[config.mk]
export PLATFORM = sky130hd
export DESIGN_NAME = vdp_top
export DESIGN_NICKNAME = d
export VERILOG_FILES = /design/src/design/vdp_pkg.sv /design/src/design/vdp_wb_if.sv /design/src/design/vdp_vga_timing.sv /design/src/design/vdp_vram_arbiter.sv /design/src/design/vdp_vram.sv /design/src/design/vdp_line_fetch.sv /design/src/design/vdp_top.sv
export VERILOG_INCLUDE_DIRS = /design/src /design/src/include
export SDC_FILE = /design/constraint.sdc
export NUM_CORES = 1
export LEC_CHECK = 0
export ABC_AREA = 1
export BUFFER_PORTS_ARGS = -buffer_cell sky130_fd_sc_hd__buf_2
export CORE_MARGIN = 8
export CORE_UTILIZATION = 63
export CTS_BUF_LIST = sky130_fd_sc_hd__clkbuf_4 sky130_fd_sc_hd__clkbuf_8 sky130_fd_sc_hd__clkbuf_16
export DETAILED_ROUTE_END_ITERATION = 6
export PLACE_DENSITY_LB_ADDON = 0.08
export SETUP_SLACK_MARGIN = 0.5
export SYNTH_ARGS = -nofsm -noshare
export SYNTH_HDL_FRONTEND = slang
export SYNTH_HIERARCHICAL = 1
export SYNTH_SLANG_ARGS = --single-unit
[constraint.sdc]
create_clock -name clk -period 3.4 [get_ports clk]
set_input_delay 0.85 -clock clk [delete_from_list [all_inputs] [get_ports clk]]
set_output_delay 0.85 -clock clk [all_outputs]
set_load 0.005 [all_outputs]
[src/include/vdp_macros.svh]
/*
 * Raster timing and VRAM geometry for the video display processor.
 * Included by the timing generator, the line fetcher, the package and the checker.
 */
`ifndef VDP_MACROS_SVH
`define VDP_MACROS_SVH

// Horizontal segments, in clocks.
`define VDP_H_ACTIVE 16
`define VDP_H_FP     2
`define VDP_H_SYNC   4
`define VDP_H_BP     10

// Vertical segments, in lines.
`define VDP_V_ACTIVE 8
`define VDP_V_FP     1
`define VDP_V_SYNC   2
`define VDP_V_BP     3

// VRAM word address width. Four pixels per word.
`define VDP_VRAM_AW  5

`endif

[src/design/vdp_pkg.sv]
/*
 * Shared types of the video display processor.
 * Modules import it in their body and use scoped names in their port lists.
 */
`include "vdp_macros.svh"

package vdp_pkg;

    // One RGB332 pixel.
    typedef logic [7:0] pixel_t;

    // Four pixels per word; the pixel at column c sits in element c mod 4.
    typedef pixel_t [3:0] vram_word_t;

    // Word address is line * 4 + column / 4.
    typedef logic [`VDP_VRAM_AW-1:0] vram_addr_t;

    // Raster coordinates, wide enough for a 32-clock line and a 14-line frame.
    typedef logic [5:0] raster_x_t;
    typedef logic [3:0] raster_y_t;

endpackage

[src/design/vdp_wb_if.sv]
/*
 * Wishbone classic bus between the fetcher, the host port, the arbiter and the VRAM.
 * A master holds its request until ack, which is high for one cycle per transfer.
 */
interface vdp_wb_if;
    import vdp_pkg::*;

    logic       cyc;
    logic       stb;
    logic       we;
    vram_addr_t adr;
    vram_word_t dat_w;
    vram_word_t dat_r;
    logic [3:0] sel;   // One enable per pixel byte.
    logic       ack;

    modport master (
        output cyc, stb, we, adr, dat_w, sel,
        input  dat_r, ack
    );

    modport slave (
        input  cyc, stb, we, adr, dat_w, sel,
        output dat_r, ack
    );

endinterface

[src/design/vdp_vga_timing.sv]
/*
 * Raster timing generator. Walks each line and each frame through front porch,
 * sync, back porch and active segments, one raster position per clock.
 * Syncs, display enable and strobes are registered and line up with raster_x/raster_y.
 */
`include "vdp_macros.svh"

module vdp_vga_timing (
    input  logic               clk,
    input  logic               arst_n,
    output vdp_pkg::raster_x_t raster_x,
    output vdp_pkg::raster_y_t raster_y,
    output logic               line_start,
    output logic               frame_start,
    output logic               hsync,
    output logic               vsync,
    output logic               active
);
    import vdp_pkg::*;

    typedef enum logic [1:0] {
        SEG_FP     = 2'd0,
        SEG_SYNC   = 2'd1,
        SEG_BP     = 2'd2,
        SEG_ACTIVE = 2'd3
    } seg_t;

    localparam int H_TOTAL = `VDP_H_FP + `VDP_H_SYNC + `VDP_H_BP + `VDP_H_ACTIVE;
    localparam int V_TOTAL = `VDP_V_ACTIVE + `VDP_V_FP + `VDP_V_SYNC + `VDP_V_BP;

    seg_t      x_state;
    seg_t      x_state_nx;
    seg_t      y_state;
    seg_t      y_state_nx;
    raster_x_t x_end;
    raster_x_t raster_x_nx;
    raster_y_t y_end;
    raster_y_t raster_y_nx;
    logic      line_end;
    logic      frame_end;

    // Last position of the current horizontal segment.
    always_comb begin
        case (x_state)
            SEG_FP:   x_end = raster_x_t'(`VDP_H_FP - 1);
            SEG_SYNC: x_end = raster_x_t'(`VDP_H_FP + `VDP_H_SYNC - 1);
            SEG_BP:   x_end = raster_x_t'(`VDP_H_FP + `VDP_H_SYNC + `VDP_H_BP - 1);
            default:  x_end = raster_x_t'(H_TOTAL - 1);
        endcase
    end

    // The frame starts with active lines, then the vertical blanking.
    always_comb begin
        case (y_state)
            SEG_ACTIVE: y_end = raster_y_t'(`VDP_V_ACTIVE - 1);
            SEG_FP:     y_end = raster_y_t'(`VDP_V_ACTIVE + `VDP_V_FP - 1);
            SEG_SYNC:   y_end = raster_y_t'(`VDP_V_ACTIVE + `VDP_V_FP + `VDP_V_SYNC - 1);
            default:    y_end = raster_y_t'(V_TOTAL - 1);
        endcase
    end

    assign line_end  = (x_state == SEG_ACTIVE) && (raster_x == x_end);
    assign frame_end = line_end && (y_state == SEG_BP) && (raster_y == y_end);

    always_comb begin
        x_state_nx  = x_state;
        raster_x_nx = raster_x + 1'b1;
        if (raster_x == x_end) begin
            x_state_nx = seg_t'(x_state + 2'd1); // Active wraps back to front porch.
        end
        if (line_end) begin
            raster_x_nx = '0;
        end
    end

    always_comb begin
        y_state_nx  = y_state;
        raster_y_nx = raster_y;
        if (line_end) begin
            raster_y_nx = frame_end ? raster_y_t'(0) : raster_y + 1'b1;
            if (raster_y == y_end) begin
                y_state_nx = seg_t'(y_state + 2'd1);
            end
        end
    end

    always_ff @(posedge clk or negedge arst_n) begin
        if (!arst_n) begin
            x_state     <= SEG_FP;
            y_state     <= SEG_ACTIVE;
            raster_x    <= '0;
            raster_y    <= '0;
            hsync       <= 1'b1;
            vsync       <= 1'b1;
            active      <= 1'b0;
            line_start  <= 1'b0;
            frame_start <= 1'b0;
        end else begin
            x_state     <= x_state_nx;
            y_state     <= y_state_nx;
            raster_x    <= raster_x_nx;
            raster_y    <= raster_y_nx;
            hsync       <= (x_state_nx != SEG_SYNC); // Registered from next state to stay aligned.
            vsync       <= (y_state_nx != SEG_SYNC);
            active      <= (x_state_nx == SEG_ACTIVE) && (y_state_nx == SEG_ACTIVE);
            line_start  <= line_end;
            frame_start <= frame_end;
        end
    end

endmodule

[src/design/vdp_vram_arbiter.sv]
/*
 * Shares the single VRAM port between the line fetcher and the host.
 * A grant is taken on an idle bus, fetcher first, and held until the RAM acks.
 */
module vdp_vram_arbiter (
    input logic      clk,
    input logic      arst_n,
    vdp_wb_if.slave  fetch,
    vdp_wb_if.slave  host,
    vdp_wb_if.master ram
);

    logic granted;
    logic grant_fetch;   // Which master owns the bus while granted is high.
    logic fetch_req;
    logic host_req;

    assign fetch_req = fetch.cyc && fetch.stb;
    assign host_req  = host.cyc && host.stb;

    always_ff @(posedge clk or negedge arst_n) begin
        if (!arst_n) begin
            granted     <= 1'b0;
            grant_fetch <= 1'b0;
        end else if (!granted) begin
            if (fetch_req) begin
                granted     <= 1'b1;
                grant_fetch <= 1'b1;
            end else if (host_req) begin
                granted     <= 1'b1;
                grant_fetch <= 1'b0;
            end
        end else if (ram.ack) begin
            granted <= 1'b0; // Bus goes idle for one clock before the next decision.
        end
    end

    // Request path to the RAM follows the grant.
    always_comb begin
        if (grant_fetch) begin
            ram.cyc   = granted && fetch.cyc;
            ram.stb   = granted && fetch.stb;
            ram.we    = fetch.we;
            ram.adr   = fetch.adr;
            ram.dat_w = fetch.dat_w;
            ram.sel   = fetch.sel;
        end else begin
            ram.cyc   = granted && host.cyc;
            ram.stb   = granted && host.stb;
            ram.we    = host.we;
            ram.adr   = host.adr;
            ram.dat_w = host.dat_w;
            ram.sel   = host.sel;
        end
    end

    // Responses go only to the owner.
    assign fetch.ack   = granted && grant_fetch && ram.ack;
    assign host.ack    = granted && !grant_fetch && ram.ack;
    assign fetch.dat_r = grant_fetch ? ram.dat_r : '0;
    assign host.dat_r  = grant_fetch ? '0 : ram.dat_r;

endmodule

[src/design/vdp_vram.sv]
/*
 * Video RAM of 32 words on a Wishbone classic slave port.
 * Byte-lane writes by sel; read data and ack are registered, one clock after the request.
 */
module vdp_vram (
    input logic     clk,
    input logic     arst_n,
    vdp_wb_if.slave bus
);
    import vdp_pkg::*;

    localparam int DEPTH = 2 ** $bits(vram_addr_t);

    vram_word_t mem [DEPTH];
    logic       req;

    // Only the first cycle of a transfer is a new request.
    assign req = bus.cyc && bus.stb && !bus.ack;

    always_ff @(posedge clk) begin
        if (req) begin
            if (bus.we) begin
                for (int i = 0; i < 4; i++) begin
                    if (bus.sel[i]) begin
                        mem[bus.adr][i] <= bus.dat_w[i];
                    end
                end
            end
            bus.dat_r <= mem[bus.adr]; // A write returns the old word.
        end
    end

    always_ff @(posedge clk or negedge arst_n) begin
        if (!arst_n) begin
            bus.ack <= 1'b0;
        end else begin
            bus.ack <= req;
        end
    end

endmodule

[src/design/vdp_line_fetch.sv]
/*
 * Line fetcher. At each active line start it reads the line's four VRAM words
 * into a buffer, then shifts them out as pixels during the active part.
 * Pixel, de and the syncs leave through one register stage, one clock behind the timing.
 */
`include "vdp_macros.svh"

module vdp_line_fetch (
    input  logic               clk,
    input  logic               arst_n,
    input  vdp_pkg::raster_x_t raster_x,
    input  vdp_pkg::raster_y_t raster_y,
    input  logic               line_start,
    input  logic               hsync,
    input  logic               vsync,
    input  logic               active,
    vdp_wb_if.master           bus,
    output vdp_pkg::pixel_t    pixel,
    output logic               de,
    output logic               hsync_out,
    output logic               vsync_out
);
    import vdp_pkg::*;

    localparam int H_OFFSCREEN = `VDP_H_FP + `VDP_H_SYNC + `VDP_H_BP;
    localparam int LINE_WORDS  = `VDP_H_ACTIVE / 4;

    vram_word_t line_buf [LINE_WORDS];
    logic       fetch_busy;
    logic [1:0] fetch_idx;
    raster_x_t  col;

    // Read-only master.
    assign bus.cyc   = fetch_busy;
    assign bus.stb   = fetch_busy;
    assign bus.we    = 1'b0;
    assign bus.sel   = 4'hf;
    assign bus.dat_w = '0;
    assign bus.adr   = {raster_y[`VDP_VRAM_AW-3:0], fetch_idx}; // Line * 4 + word.

    always_ff @(posedge clk or negedge arst_n) begin
        if (!arst_n) begin
            fetch_busy <= 1'b0;
            fetch_idx  <= '0;
        end else if (fetch_busy) begin
            if (bus.ack) begin
                fetch_idx <= fetch_idx + 2'd1;
                if (fetch_idx == 2'(LINE_WORDS - 1)) begin
                    fetch_busy <= 1'b0;
                end
            end
        end else if (line_start && (raster_y < `VDP_V_ACTIVE)) begin
            fetch_busy <= 1'b1;
            fetch_idx  <= '0;
        end
    end

    always_ff @(posedge clk) begin
        if (bus.ack) begin
            line_buf[fetch_idx] <= bus.dat_r;
        end
    end

    // Column within the active part of the line.
    assign col = raster_x - raster_x_t'(H_OFFSCREEN);

    always_ff @(posedge clk or negedge arst_n) begin
        if (!arst_n) begin
            pixel     <= '0;
            de        <= 1'b0;
            hsync_out <= 1'b1;
            vsync_out <= 1'b1;
        end else begin
            pixel     <= active ? line_buf[col[3:2]][col[1:0]] : pixel_t'(0); // Black in blanking.
            de        <= active;
            hsync_out <= hsync;
            vsync_out <= vsync;
        end
    end

endmodule

[src/design/vdp_top.sv]
/*
 * Video display processor top level. Raster timing, line fetcher, VRAM arbiter
 * and VRAM, with the host Wishbone bus and the video outputs on plain ports.
 */
module vdp_top (
    input  logic                clk,
    input  logic                arst_n,
    input  logic                host_cyc,
    input  logic                host_stb,
    input  logic                host_we,
    input  vdp_pkg::vram_addr_t host_adr,
    input  logic [3:0]          host_sel,
    input  vdp_pkg::vram_word_t host_dat_w,
    output vdp_pkg::vram_word_t host_dat_r,
    output logic                host_ack,
    output vdp_pkg::pixel_t     pixel,
    output logic                de,
    output logic                hsync,
    output logic                vsync
);

    vdp_pkg::raster_x_t raster_x;
    vdp_pkg::raster_y_t raster_y;
    logic               line_start;
    logic               tim_hsync;
    logic               tim_vsync;
    logic               tim_active;

    vdp_wb_if fetch_bus ();
    vdp_wb_if host_bus ();
    vdp_wb_if ram_bus ();

    // Host pins drive the master side of host_bus.
    assign host_bus.cyc   = host_cyc;
    assign host_bus.stb   = host_stb;
    assign host_bus.we    = host_we;
    assign host_bus.adr   = host_adr;
    assign host_bus.sel   = host_sel;
    assign host_bus.dat_w = host_dat_w;
    assign host_dat_r     = host_bus.dat_r;
    assign host_ack       = host_bus.ack;

    vdp_vga_timing u_timing (
        .clk         (clk),
        .arst_n      (arst_n),
        .raster_x    (raster_x),
        .raster_y    (raster_y),
        .line_start  (line_start),
        .frame_start (),
        .hsync       (tim_hsync),
        .vsync       (tim_vsync),
        .active      (tim_active)
    );

    vdp_line_fetch u_line_fetch (
        .clk        (clk),
        .arst_n     (arst_n),
        .raster_x   (raster_x),
        .raster_y   (raster_y),
        .line_start (line_start),
        .hsync      (tim_hsync),
        .vsync      (tim_vsync),
        .active     (tim_active),
        .bus        (fetch_bus.master),
        .pixel      (pixel),
        .de         (de),
        .hsync_out  (hsync),
        .vsync_out  (vsync)
    );

    vdp_vram_arbiter u_arbiter (
        .clk    (clk),
        .arst_n (arst_n),
        .fetch  (fetch_bus.slave),
        .host   (host_bus.slave),
        .ram    (ram_bus.master)
    );

    vdp_vram u_vram (
        .clk    (clk),
        .arst_n (arst_n),
        .bus    (ram_bus.slave)
    );

endmodule

==> results by group <==
Run status
  – Outcome: complete, no violations

Clocking
  – Setup Fix Bufs, Post-CTS: 0
  – Clk_lat worst skew: about 0.70 ns
  – Hold Buf Count CTS: 0
  – TritonCTS clock tree: done
  – Root Buffer: clkbuf_16
  – Worst-case clock buffer depth: 3
  – Clk sinks: 1219
  – CTS H-tree depth: 3
  – CTS buffer count: 120
  – Clk slew on worst S/H paths: roughly 0.06 ns

Layout
  – Final non-filler cell total: roughly 6.6k
  – Share of cells above drive strength 1: 0.109
  – Final net count: around 5.5k
  – Syn-to-layout area delta: 13.0%
  – Commonest non-fill, non-tap cell in the layout: nand2_1
  – Commonest non-fill, non-tap cells in the layout: nand2_1, edfxtp_1, nor2_1

Worst setup path
  – Max FO, Critical Path: 54
  – Critical path class: flop to output pin
  – Req. time, crit path: 2.55 ns
  – Reg2Reg Setup Slack: roughly 0.59 ns
  – Startpoint Class: flop
  – Setup crit start: u_arbiter/grant_fetch
  – Worst reg2reg path startpoint: u_arbiter/grant_fetch
  – Reg2Reg Depth: 8
  – Capture point of the worst path: host_dat_r[1]
  – Reg-to-reg endpoint: u_vram/mem[4][3]
  – Critical path arrival: 1.98 ns
  – CP endpoint kind: output pin

STA
  – RSZ-0062 raised after global routing: yes
  – Slew @ Worst Pin: roughly 0.83 ns
  – Fin Clk Skew: approximately 0.036 ns
  – Final worst path period need: between 2 and 3 ns
  – Final setup fails: 0
  – Final period utilization: 0.833
  – Slew headroom: 0.444
  – F_max: roughly 350 MHz
  – Final Hold Vio Count: 0
  – Slew Limit Fails: 0
  – Setup_tns: 0 ns

Drt
  – Vias per Instance: around 5.5
  – Initial DRC count: ~4.3k
  – DRC: 0
  – Drt wl/cell: roughly 20 um
  – Via count: 36.3k
  – Routed Antenna Nets: 0
  – DRT Wirelength: roughly 130000 um
  – TritonRoute pass-1 iters: 6

Floorplanning
  – Top Ports: 90
  – Die width: around 300 um
  – Die height: 305 um
  – Core ar.: 83200 um2
  – Std cell rows: 106
  – DIE AREA: a little over 90000 um2
  – Initial core utilization: 0.632

Pwr
  – Internal: between 30 and 40 mW
  – Gate power share: 0.340
  – Sw frac: 0.374
  – Clock power share: 0.276
  – Leak pwr: ~26 nW
  – Pwr per Cell Area: 850 nW/um2
  – VDD IR max: about 0.53 mV
  – Sequential share of power: 0.383
  – Sw power: between 15 and 20 mW

Logic synthesis
  – Post-Syn Area: 52600 um2
  – Post-Synthesis Cells: ~5.3k
  – Syn Area/Cell: approximately 10 um2
  – Synth warnings: 6

Flow run
  – Max Cap Viol: 0

GRT
  – Largest net degree at the start of global routing: between 100 and 150
  – First-pass GRT wire length: 204000 um
  – Antenna violations before repair: 1
  – Vias in the first global route: roughly 35k
  – GRT Util Overall: 0.286
  – GR Overflow Total: 0

Placement
  – Placed cell count: between 6k and 7k
  – PortBufs: 89
  – GPL Wtd Cong: approximately 0.9
  – Post-DP HPWL: approximately 83000 um

Worst hold path
  – Type of the most critical hold path: input port to async pin
==> worst max-delay path, cell delays in order (launching register included) <==
cell	delay [ns]
dfrtp_4	0.54
buf_6	0.24
nor2_1	0.29
buf_2	0.17
==> through the flow <==
stage	hold WS [ns]	worst slack, ns	utilization	total power [mW]	cell area (um2)
final	0.280	0.567	0.714	50.5	59400
after detailed placement	0.347	0.242	0.663	36.4	55100
after global routing	0.346	0.482	0.714	53.1	59400
after global placement	0.346	0.238	0.663	36.2	55100
after floorplan	0.345	0.516	-	30.2	52700
after CTS	0.273	0.381	0.714	50.4	59400
==> power by group through the flow <==
stage	clock (mW)	combinational (mW)	sequential, mW
after floorplan	0	10.9	19.3
after global placement	0	16.6	19.6
after detailed placement	0	16.8	19.6
after CTS	14.1	17.0	19.3
after global routing	14.7	19.0	19.4
final	14.0	17.2	19.3
==> sequential cells by signal, indices dropped and copies added (netlist names), 2 cells and up <==
signal                  flops
u_timing/raster_y           4
u_timing/x_state            2
u_line_fetch/fetch_idx      2
u_line_fetch/line_buf     128
u_vram/mem               1024
u_timing/raster_x           6
u_timing/y_state            2
u_line_fetch/pixel          8
u_vram/bus.dat_r           32
==> how the worst min path moves through the flow <==
stage | endpoint
finish | u_timing/raster_x[4]
CTS | u_timing/raster_x[5]
global placement | u_line_fetch/hsync_out
floorplan | u_line_fetch/hsync_out
detailed placement | u_line_fetch/hsync_out
global route | u_line_fetch/de
==> routing by layer <==
metal | up-vias | GRT usage | routed length (um)
met2 | 1833 | 0.444 | 61200
met4 | 0 | 0.119 | 5880
met5 | - | 0 | 0
met1 | 17000 | 0.402 | 53700
li1 | 17200 | - | -
met3 | 293 | 0.0521 | 14000
==> area by class of cell <==
class / instances / area (um2)
clock inverter: 86 / 1050
timing repair buffer: 345 / 2660
sequential: 1219 / 36400
tap: 1080 / 1350
multi-input combinational: 3598 / 14000
antenna: 1 / 2.50
fill: 5971 / 23800
inverter: 180 / 693
clock buffer: 137 / 3150
==> repair_timing <==
| action | in CTS | in global routing |
|---|---|---|
| setup endpoints to repair | 277 | 481 |
| resized for setup | 8 | 12 |
| pin swaps | 0 | 0 |
| endpoints found under the hold margin | 0 | 0 |
Note: power is estimated with default switching activity, not from simulation.
